`src/rv_consts.svh`:
```
`ifndef RV_CONSTS_SVH
`define RV_CONSTS_SVH

// data path and address width
`define XLEN 32

// architectural integer registers, x0 included
`define NUM_REGS 32

// first fetch address after reset
`define RESET_PC 32'h8000_0000

// pc increment for sequential fetch
`define INST_STEP 32'd4

// store mask covers one byte per lane
`define MASK_W (`XLEN / 8)

`endif
```
`src/rv_pkg.sv`:
```
`include "rv_consts.svh"

package rv_pkg;

  typedef logic [`XLEN-1:0] word_t;
  typedef logic [$clog2(`NUM_REGS)-1:0] reg_idx_t;

  // major opcodes handled by the core
  typedef enum logic [6:0] {
    opc_load   = 7'b000_0011,
    opc_store  = 7'b010_0011,
    opc_branch = 7'b110_0011,
    opc_jal    = 7'b110_1111,
    opc_jalr   = 7'b110_0111,
    opc_lui    = 7'b011_0111,
    opc_auipc  = 7'b001_0111,
    opc_op_imm = 7'b001_0011,
    opc_op     = 7'b011_0011,
    opc_system = 7'b111_0011
  } opcode_e;

  typedef enum logic [3:0] {
    alu_add,
    alu_sub,
    alu_sll,
    alu_slt,
    alu_sltu,
    alu_xor,
    alu_srl,
    alu_sra,
    alu_or,
    alu_and,
    alu_pass_b    // lui
  } alu_op_e;

  typedef enum logic [1:0] {
    wb_alu,
    wb_mem,
    wb_pc4        // link value for jal / jalr
  } wb_sel_e;

  typedef struct packed {
    reg_idx_t   rs1;
    reg_idx_t   rs2;
    reg_idx_t   rd;
    word_t      imm;
    alu_op_e    alu_op;
    logic       alu_src_pc;   // operand a is pc
    logic       alu_src_imm;  // operand b is imm
    logic       reg_write;
    wb_sel_e    wb_sel;
    logic       mem_read;
    logic       mem_write;
    logic [2:0] funct3;       // access size or branch kind
    logic       is_branch;
    logic       is_jal;
    logic       is_jalr;
    logic       is_ebreak;
  } ctrl_t;

  typedef struct packed {
    word_t              addr;   // byte address
    word_t              wdata;  // already shifted into its lanes
    logic [`MASK_W-1:0] wmask;
    logic               read;
    logic               write;
  } mem_req_t;

endpackage

```
`src/rv_core_top.sv`:
```
`include "rv_consts.svh"

module rv_core_top (
  input  logic             clk,
  input  logic             reset,
  input  rv_pkg::word_t    inst,
  output rv_pkg::word_t    pc,
  output rv_pkg::mem_req_t mem_req,
  input  rv_pkg::word_t    mem_rdata,
  output logic             halted
);
  import rv_pkg::*;

  ctrl_t ctrl;
  word_t rs1_data;
  word_t rs2_data;
  word_t alu_a;
  word_t alu_b;
  word_t alu_result;
  word_t load_data;
  word_t pc_plus4;
  word_t wb_data;
  logic  branch_taken;
  logic  reg_wen;

  pc_unit i_pc_unit (
    .clk          (clk),
    .reset        (reset),
    .ctrl         (ctrl),
    .branch_taken (branch_taken),
    .target       (alu_result),
    .pc           (pc),
    .halted       (halted)
  );

  inst_decoder i_inst_decoder (
    .inst (inst),
    .ctrl (ctrl)
  );

  register_file i_register_file (
    .clk      (clk),
    .rs1_addr (ctrl.rs1),
    .rs2_addr (ctrl.rs2),
    .rd_addr  (ctrl.rd),
    .wdata    (wb_data),
    .wen      (reg_wen),
    .rs1_data (rs1_data),
    .rs2_data (rs2_data)
  );

  assign alu_a = ctrl.alu_src_pc ? pc : rs1_data;
  assign alu_b = ctrl.alu_src_imm ? ctrl.imm : rs2_data;

  alu i_alu (
    .op           (ctrl.alu_op),
    .a            (alu_a),
    .b            (alu_b),
    .funct3       (ctrl.funct3),
    .rs1_data     (rs1_data),
    .rs2_data     (rs2_data),
    .result       (alu_result),
    .branch_taken (branch_taken)
  );

  load_store_unit i_load_store_unit (
    .reset      (reset),
    .ctrl       (ctrl),
    .addr       (alu_result),
    .store_data (rs2_data),
    .halted     (halted),
    .mem_req    (mem_req),
    .mem_rdata  (mem_rdata),
    .load_data  (load_data)
  );

  assign pc_plus4 = pc + `INST_STEP;  // link value

  always_comb begin
    case (ctrl.wb_sel)
      wb_mem:  wb_data = load_data;
      wb_pc4:  wb_data = pc_plus4;
      default: wb_data = alu_result;
    endcase
  end

  assign reg_wen = ctrl.reg_write && !halted;  // frozen after ebreak

endmodule

```
`src/load_store_unit.sv`:
```
`include "rv_consts.svh"

module load_store_unit (
  input  logic             reset,
  input  rv_pkg::ctrl_t    ctrl,
  input  rv_pkg::word_t    addr,        // byte address from the alu
  input  rv_pkg::word_t    store_data,  // rs2
  input  logic             halted,
  output rv_pkg::mem_req_t mem_req,
  input  rv_pkg::word_t    mem_rdata,
  output rv_pkg::word_t    load_data
);
  import rv_pkg::*;

  logic [1:0]         offset;
  logic [4:0]         lane_shift;  // offset in bits
  logic [`MASK_W-1:0] mask;
  logic               active;
  word_t              lane_data;

  assign offset     = addr[1:0];
  assign lane_shift = {offset, 3'b000};
  assign active     = !reset && !halted;

  // byte, half or full word mask
  always_comb begin
    case (ctrl.funct3[1:0])
      2'b00:   mask = `MASK_W'(4'b0001) << offset;
      2'b01:   mask = `MASK_W'(4'b0011) << offset;
      default: mask = '1;
    endcase
  end

  always_comb begin
    mem_req       = '0;
    mem_req.addr  = addr;
    mem_req.wdata = store_data << lane_shift;
    mem_req.wmask = mask;
    mem_req.read  = ctrl.mem_read && active;
    mem_req.write = ctrl.mem_write && active;
  end

  // bring the addressed lane down to bit 0
  assign lane_data = mem_rdata >> lane_shift;

  always_comb begin
    case (ctrl.funct3)
      3'b000:  load_data = {{24{lane_data[7]}}, lane_data[7:0]};    // lb
      3'b001:  load_data = {{16{lane_data[15]}}, lane_data[15:0]};  // lh
      3'b100:  load_data = {24'b0, lane_data[7:0]};                 // lbu
      3'b101:  load_data = {16'b0, lane_data[15:0]};                // lhu
      default: load_data = mem_rdata;                               // lw
    endcase
  end

endmodule

```
`src/alu.sv`:
```
module alu (
  input  rv_pkg::alu_op_e op,
  input  rv_pkg::word_t   a,
  input  rv_pkg::word_t   b,
  input  logic [2:0]      funct3,    // branch kind
  input  rv_pkg::word_t   rs1_data,
  input  rv_pkg::word_t   rs2_data,
  output rv_pkg::word_t   result,
  output logic            branch_taken
);
  import rv_pkg::*;

  logic [4:0] shamt;
  logic       lt_s;
  logic       lt_u;
  logic       eq;

  assign shamt = b[4:0];

  always_comb begin
    case (op)
      alu_add:    result = a + b;
      alu_sub:    result = a - b;
      alu_sll:    result = a << shamt;
      alu_slt:    result = word_t'($signed(a) < $signed(b));
      alu_sltu:   result = word_t'(a < b);
      alu_xor:    result = a ^ b;
      alu_srl:    result = a >> shamt;
      alu_sra:    result = $signed(a) >>> shamt;
      alu_or:     result = a | b;
      alu_and:    result = a & b;
      alu_pass_b: result = b;
      default:    result = a + b;
    endcase
  end

  // branch compare always looks at the two register values
  assign eq   = (rs1_data == rs2_data);
  assign lt_s = ($signed(rs1_data) < $signed(rs2_data));
  assign lt_u = (rs1_data < rs2_data);

  always_comb begin
    case (funct3)
      3'b000:  branch_taken = eq;     // beq
      3'b001:  branch_taken = !eq;    // bne
      3'b100:  branch_taken = lt_s;   // blt
      3'b101:  branch_taken = !lt_s;  // bge
      3'b110:  branch_taken = lt_u;   // bltu
      3'b111:  branch_taken = !lt_u;  // bgeu
      default: branch_taken = 1'b0;
    endcase
  end

endmodule

```
`src/register_file.sv`:
```
`include "rv_consts.svh"

module register_file (
  input  logic             clk,
  input  rv_pkg::reg_idx_t rs1_addr,
  input  rv_pkg::reg_idx_t rs2_addr,
  input  rv_pkg::reg_idx_t rd_addr,
  input  rv_pkg::word_t    wdata,
  input  logic             wen,
  output rv_pkg::word_t    rs1_data,
  output rv_pkg::word_t    rs2_data
);
  import rv_pkg::*;

  word_t regs [`NUM_REGS];  // entry 0 is never written

  logic write_ok;

  assign write_ok = wen && (rd_addr != '0);

  always_ff @(posedge clk) begin
    if (write_ok) begin
      regs[rd_addr] <= wdata;
    end
  end

  // asynchronous read, x0 forced to zero
  assign rs1_data = (rs1_addr == '0) ? '0 : regs[rs1_addr];
  assign rs2_data = (rs2_addr == '0) ? '0 : regs[rs2_addr];

endmodule

```
`src/inst_decoder.sv`:
```
module inst_decoder (
  input  rv_pkg::word_t inst,
  output rv_pkg::ctrl_t ctrl
);
  import rv_pkg::*;

  localparam word_t EBREAK_INST = 32'h0010_0073;

  opcode_e    opcode;
  logic [2:0] funct3;
  logic       alt;     // funct7 bit 5, sub / sra
  word_t      imm_i;
  word_t      imm_s;
  word_t      imm_b;
  word_t      imm_u;
  word_t      imm_j;

  // funct3 to alu operation, shared by op and op-imm
  function automatic alu_op_e arith_op(input logic [2:0] f3, input logic sel_alt);
    alu_op_e op;
    case (f3)
      3'b000:  op = sel_alt ? alu_sub : alu_add;
      3'b001:  op = alu_sll;
      3'b010:  op = alu_slt;
      3'b011:  op = alu_sltu;
      3'b100:  op = alu_xor;
      3'b101:  op = sel_alt ? alu_sra : alu_srl;
      3'b110:  op = alu_or;
      default: op = alu_and;
    endcase
    return op;
  endfunction

  assign opcode = opcode_e'(inst[6:0]);
  assign funct3 = inst[14:12];
  assign alt    = inst[30];

  assign imm_i = {{20{inst[31]}}, inst[31:20]};
  assign imm_s = {{20{inst[31]}}, inst[31:25], inst[11:7]};
  assign imm_b = {{19{inst[31]}}, inst[31], inst[7], inst[30:25], inst[11:8], 1'b0};
  assign imm_u = {inst[31:12], 12'b0};
  assign imm_j = {{11{inst[31]}}, inst[31], inst[19:12], inst[20], inst[30:21], 1'b0};

  always_comb begin
    ctrl        = '0;  // no writes unless an opcode asks for them
    ctrl.rs1    = inst[19:15];
    ctrl.rs2    = inst[24:20];
    ctrl.rd     = inst[11:7];
    ctrl.funct3 = funct3;
    ctrl.alu_op = alu_add;
    ctrl.wb_sel = wb_alu;

    case (opcode)
      opc_lui: begin
        ctrl.imm         = imm_u;
        ctrl.alu_src_imm = 1'b1;
        ctrl.alu_op      = alu_pass_b;
        ctrl.reg_write   = 1'b1;
      end
      opc_auipc: begin
        ctrl.imm         = imm_u;
        ctrl.alu_src_pc  = 1'b1;
        ctrl.alu_src_imm = 1'b1;
        ctrl.reg_write   = 1'b1;
      end
      opc_jal: begin
        ctrl.imm         = imm_j;
        ctrl.alu_src_pc  = 1'b1;
        ctrl.alu_src_imm = 1'b1;
        ctrl.is_jal      = 1'b1;
        ctrl.reg_write   = 1'b1;
        ctrl.wb_sel      = wb_pc4;
      end
      opc_jalr: begin
        ctrl.imm         = imm_i;
        ctrl.alu_src_imm = 1'b1;  // rs1 + imm, bit 0 dropped in pc_unit
        ctrl.is_jalr     = 1'b1;
        ctrl.reg_write   = 1'b1;
        ctrl.wb_sel      = wb_pc4;
      end
      opc_branch: begin
        ctrl.imm         = imm_b;
        ctrl.alu_src_pc  = 1'b1;
        ctrl.alu_src_imm = 1'b1;
        ctrl.is_branch   = 1'b1;
      end
      opc_load: begin
        ctrl.imm         = imm_i;
        ctrl.alu_src_imm = 1'b1;
        ctrl.mem_read    = 1'b1;
        ctrl.reg_write   = 1'b1;
        ctrl.wb_sel      = wb_mem;
      end
      opc_store: begin
        ctrl.imm         = imm_s;
        ctrl.alu_src_imm = 1'b1;
        ctrl.mem_write   = 1'b1;
      end
      opc_op_imm: begin
        ctrl.imm         = imm_i;
        ctrl.alu_src_imm = 1'b1;
        ctrl.alu_op      = arith_op(funct3, (funct3 == 3'b101) && alt);
        ctrl.reg_write   = 1'b1;
      end
      opc_op: begin
        ctrl.alu_op    = arith_op(funct3, alt);
        ctrl.reg_write = 1'b1;
      end
      opc_system: begin
        // ecall and csr forms fall through as no-ops
        ctrl.is_ebreak = (inst == EBREAK_INST);
      end
      default: ;
    endcase
  end

endmodule

```
`src/pc_unit.sv`:
```
`include "rv_consts.svh"

module pc_unit (
  input  logic          clk,
  input  logic          reset,
  input  rv_pkg::ctrl_t ctrl,
  input  logic          branch_taken,
  input  rv_pkg::word_t target,       // rs1 + imm from the alu
  output rv_pkg::word_t pc,
  output logic          halted
);
  import rv_pkg::*;

  word_t pc_seq;
  word_t pc_rel;
  word_t pc_next;

  assign pc_seq = pc + `INST_STEP;
  assign pc_rel = pc + ctrl.imm;  // jal and branch target

  always_comb begin
    if (ctrl.is_ebreak) begin
      pc_next = pc;  // stay on the ebreak
    end else if (ctrl.is_jalr) begin
      pc_next = {target[`XLEN-1:1], 1'b0};
    end else if (ctrl.is_jal || (ctrl.is_branch && branch_taken)) begin
      pc_next = pc_rel;
    end else begin
      pc_next = pc_seq;
    end
  end

  // once halted, only reset moves the pc again
  always_ff @(posedge clk) begin
    if (reset) begin
      pc     <= `RESET_PC;
      halted <= 1'b0;
    end else if (!halted) begin
      pc     <= pc_next;
      halted <= ctrl.is_ebreak;
    end
  end

endmodule

```
`config.mk`:
```
export PLATFORM = sky130hd
export DESIGN_NAME = rv_core_top
export DESIGN_NICKNAME = d
export VERILOG_FILES = /design/src/rv_pkg.sv /design/src/rv_core_top.sv /design/src/load_store_unit.sv /design/src/alu.sv /design/src/register_file.sv /design/src/inst_decoder.sv /design/src/pc_unit.sv
export VERILOG_INCLUDE_DIRS = /design/src /design/src/src
export SDC_FILE = /design/constraint.sdc
export NUM_CORES = 2
export LEC_CHECK = 0
export BUFFER_PORTS_ARGS = -buffer_cell sky130_fd_sc_hd__buf_2
export CORE_MARGIN = 2
export CORE_UTILIZATION = 30
export DETAILED_ROUTE_END_ITERATION = 6
export GPL_TIMING_DRIVEN = 1
export MAX_ROUTING_LAYER = met4
export PLACE_DENSITY_LB_ADDON = 0.25
export SLEW_MARGIN = 20
export SYNTH_ARGS = -nofsm -noshare
export SYNTH_HDL_FRONTEND = slang
export SYNTH_HIERARCHICAL = 1
export SYNTH_SLANG_ARGS = --single-unit
```
`constraint.sdc`:
```
create_clock -name clk -period 11.5 [get_ports clk]
set_input_delay 2.3 -clock clk [delete_from_list [all_inputs] [get_ports clk]]
set_output_delay 2.3 -clock clk [all_outputs]
set_load 0.02 [all_outputs]
```
==> flow_metrics.env <==
export IMPL_outcome="completed"
export IMPL_worst_supply_voltage_drop_on_vdd_mv=0.131
export IMPL_grt_ovfl_total=0
export IMPL_globalRouteMet2Util_pct=43.5
export IMPL_areaGrowthSynthToFinish_pct=14.9
export IMPL_ys_warnings_count=6
export IMPL_synth_most_common_cell="sky130_fd_sc_hd__edfxtp_1"
export IMPL_met1_use_gr_pct=32.7
export IMPL_worstPathRequired_ns=9.20
export IMPL_grt_setup_unrepaired="no"
export IMPL_timing_critical_path_to_type="output port"
export IMPL_netlist_cell_type_count=114
export IMPL_highest_utilization_routing_layer_at_the_global_route_stage="met2"
export IMPL_async_reset_ff_share_pct=0
export IMPL_synth_edff_count=1024
export IMPL_leakagePower_nw=27.0
export IMPL_grt_start_max_net_pins=75
export IMPL_final_critical_path_setup_slack_ns=0.148
export IMPL_drt_drc_violations_left=0
export IMPL_initial_utilization_pct=30.1
export IMPL_number_of_global_route_vias_before_repair=50200
export IMPL_fin_tns_setup_ns=0
export IMPL_use_met3_pct=4.44
export IMPL_viasPerCell=6.16
export IMPL_gp_congestion=1.01
export IMPL_nFillCells=21400
export IMPL_hold_path_class="register to register"
export IMPL_routedWlPerCell_um=36.6
export IMPL_hold_viol=0
export IMPL_total_nets_final=5641
export IMPL_netlist_instances=5163
export IMPL_tritoncts="yes"
export IMPL_power_density_mw_per_mm2=160
export IMPL_maxCapViolations=0
export IMPL_synth_top_cells_by_area="sky130_fd_sc_hd__edfxtp_1, sky130_fd_sc_hd__mux4_2, sky130_fd_sc_hd__mux2i_1"
export IMPL_max_slew_worst_pin_slew_ns=1.26
export IMPL_maxSlewViolCount=0
export IMPL_cts_path_max_buffers=3
export IMPL_clock_insertion_delay_worst_skew_ns=0.78
export IMPL_post_route_period_util_pct=98.7
export IMPL_crit_fanout=30
export IMPL_drt_first_iter_violations=6924
export IMPL_groute_usage_overall_pct=27.5
export IMPL_synth_seq_area_share_pct=47.7
export IMPL_pre_cts_slack_ns=0.229
export IMPL_synth_top_cell_area_share_pct=46.7
export IMPL_dieArea_mm2=0.223
export IMPL_port_buffer_count=168
export IMPL_cts_buffers_inserted=112
export IMPL_multi_input_gate_area_in_the_final_layout_mm2=0.0322
export IMPL_clk_pin_slew_ns=0.06
export IMPL_cts_hold_repair_buffers=0
export IMPL_routed_via_count=51700
export IMPL_crit_arrival_ns=9.05
export IMPL_slew_headroom_pct=15.7
export IMPL_dominantRegCellSynth="sky130_fd_sc_hd__edfxtp_1"
export IMPL_count_of_state_elements_after_synthesis=1057
export IMPL_drive_above_1_share_pct=24.7
export IMPL_htree_num_levels=3
export IMPL_timing_reg2reg_worst_path_depth=30
export IMPL_route_final_wire_length_um=307000
export IMPL_regArea_mm2=0.0314
export IMPL_syn_area_mm2=0.0659
export IMPL_clock_sinks=1057
export IMPL_grt_antenna_before_repair=24
export IMPL_path_class="input port to output port"
export IMPL_timing_critical_path_from_type="input port"
export IMPL_fp_dieW_um=473
export IMPL_achievable_frequency_mhz=88.1
export IMPL_final_antenna_net_count=0
export IMPL_chipHeight_um=473
export IMPL_postSynthAreaPerCell_um2=12.8
export IMPL_finalCriticalPeriod_ns=11.35
export IMPL_clockRootBuffer="sky130_fd_sc_hd__clkbuf_16"
export IMPL_synth_cells_most_frequent="sky130_fd_sc_hd__edfxtp_1, sky130_fd_sc_hd__mux2i_1, sky130_fd_sc_hd__nand2_1"
export IMPL_grt_first_pass_wirelength_um=418000
export IMPL_final_setup_skew_ns=0.0496
export IMPL_place_hpwl_um=208000
export IMPL_number_of_detailed_route_iterations_in_the_first_pass=6
export IMPL_timing_hold_worst_path_depth=3
export IMPL_row_count=172
export IMPL_final_setup_viol_count=0
export IMPL_synth_largest_area_cell="sky130_fd_sc_hd__edfxtp_1"
export IMPL_fp_coreArea_mm2=0.219
export IMPL_number_of_top_level_pins=169
## kinds of logic (layout without fill, tap and decap cells)
| family | Yosys count | in the layout | share of synthesized area, % |
|---|---|---|---|
| XOR/XNOR | 81 | 81 | 1.08 |
| AO/OA/AOI/OAI | 1250 | 1250 | 13.2 |
| other | 1 | 47 | 0.00569 |
| buffers and inverters | 597 | 901 | 4.44 |
| multiplexers | 947 | 947 | 22.5 |
| flip-flops | 1057 | 1057 | 47.7 |
| AND/OR/NAND/NOR | 1063 | 1063 | 7.82 |
| adder cells (fa/ha/maj) | 167 | 167 | 3.21 |
## timing repair
item	4_1_cts	5_1_grt
gates resized for setup	0	2
endpoints found under the setup margin	0	27
setup buffers	0	3
## worst max-delay path: stages
cell and delay (ns):
sky130_fd_sc_hd__buf_8 0.33, sky130_fd_sc_hd__buf_12 0.30, sky130_fd_sc_hd__nor2_4 0.06, sky130_fd_sc_hd__and3_2 0.62, sky130_fd_sc_hd__a211oi_2 1.06, sky130_fd_sc_hd__mux2_1 0.46
sky130_fd_sc_hd__inv_1 0.11, sky130_fd_sc_hd__ha_1 0.33, sky130_fd_sc_hd__buf_4 0.17, sky130_fd_sc_hd__o21a_1 0.12, sky130_fd_sc_hd__nor2_1 0.07, sky130_fd_sc_hd__nor3_1 0.49
sky130_fd_sc_hd__o2111ai_1 0.57, sky130_fd_sc_hd__nand3_1 0.38, sky130_fd_sc_hd__a21oi_1 0.18, sky130_fd_sc_hd__o21ai_0 0.27, sky130_fd_sc_hd__nand2_1 0.10, sky130_fd_sc_hd__o311ai_0 0.48
sky130_fd_sc_hd__buf_4 0.28, sky130_fd_sc_hd__buf_2 0.19
## where the power goes
part | switching (mW) | internal, mW
Combinational | 2.48 | 1.14
Sequential | 0.0268 | 4.73
Clock | 1.61 | 2.14
Total | 4.12 | 8.01
## layer usage
metal	vias to the layer above	share of wire [%]
li1	21100	-
met1	26800	38
met4	0	7.6
met5	-	0
met3	738	8.0
met2	2964	47
## registers in the layout, indices dropped and copies added (netlist names)
register,flops
i_register_file/regs,1024
i_pc_unit/halted,1
i_pc_unit/pc,32
## final cells by class
type / count / area share [%]
diodes: 15 / 0.0496
flip-flops and latches: 1057 / 41.5
repair buffers: 547 / 5.44
clock buffers: 129 / 3.82
multi-input cells: 3540 / 42.6
well taps: 2871 / 4.75
inverters: 150 / 0.746
clock inverters: 75 / 1.12
## final timing paths
kind                                              start                                     to  slack, ns
setup / recovery                               inst[20]                            mem_req[62]       0.15
hold / removal            i_pc_unit/pc[16]$_SDFFE_PP0P_          i_pc_unit/pc[16]$_SDFFE_PP0P_       0.70
setup reg to reg  i_register_file/regs[14][0]$_DFFE_PP_  i_register_file/regs[0][31]$_DFFE_PP_       3.53
hold reg to reg           i_pc_unit/pc[16]$_SDFFE_PP0P_          i_pc_unit/pc[16]$_SDFFE_PP0P_       0.70
## layout by cell type (no fill, tap or decap), types with 120 or more instances in the layout
master,instances
sky130_fd_sc_hd__edfxtp_1,1024
sky130_fd_sc_hd__mux2i_1,397
sky130_fd_sc_hd__buf_4,350
sky130_fd_sc_hd__nand2_1,349
sky130_fd_sc_hd__mux4_2,339
sky130_fd_sc_hd__nor2_1,250
sky130_fd_sc_hd__a21oi_1,232
sky130_fd_sc_hd__o21ai_0,216
sky130_fd_sc_hd__ha_1,163
sky130_fd_sc_hd__buf_2,161
sky130_fd_sc_hd__inv_1,141
sky130_fd_sc_hd__mux2_2,137
sky130_fd_sc_hd__a22oi_1,120
## per-stage QoR
step                      total power [mW]  hold WS, ns  instance area, µm²  instances  util [%]
final                                 12.1        0.705               75700       8384      34.5
after global routing                  12.5        0.717               75700       8380      34.5
after CTS                             12.1        0.702               75600       8366      34.5
after detailed placement              8.39        0.693               71800       8162      32.8
after global placement                8.37        0.691               71800       8161      32.8
after floorplan                       6.82        0.590               66000       5194         -
No activity file was read; power rests on OpenSTA's default activity.
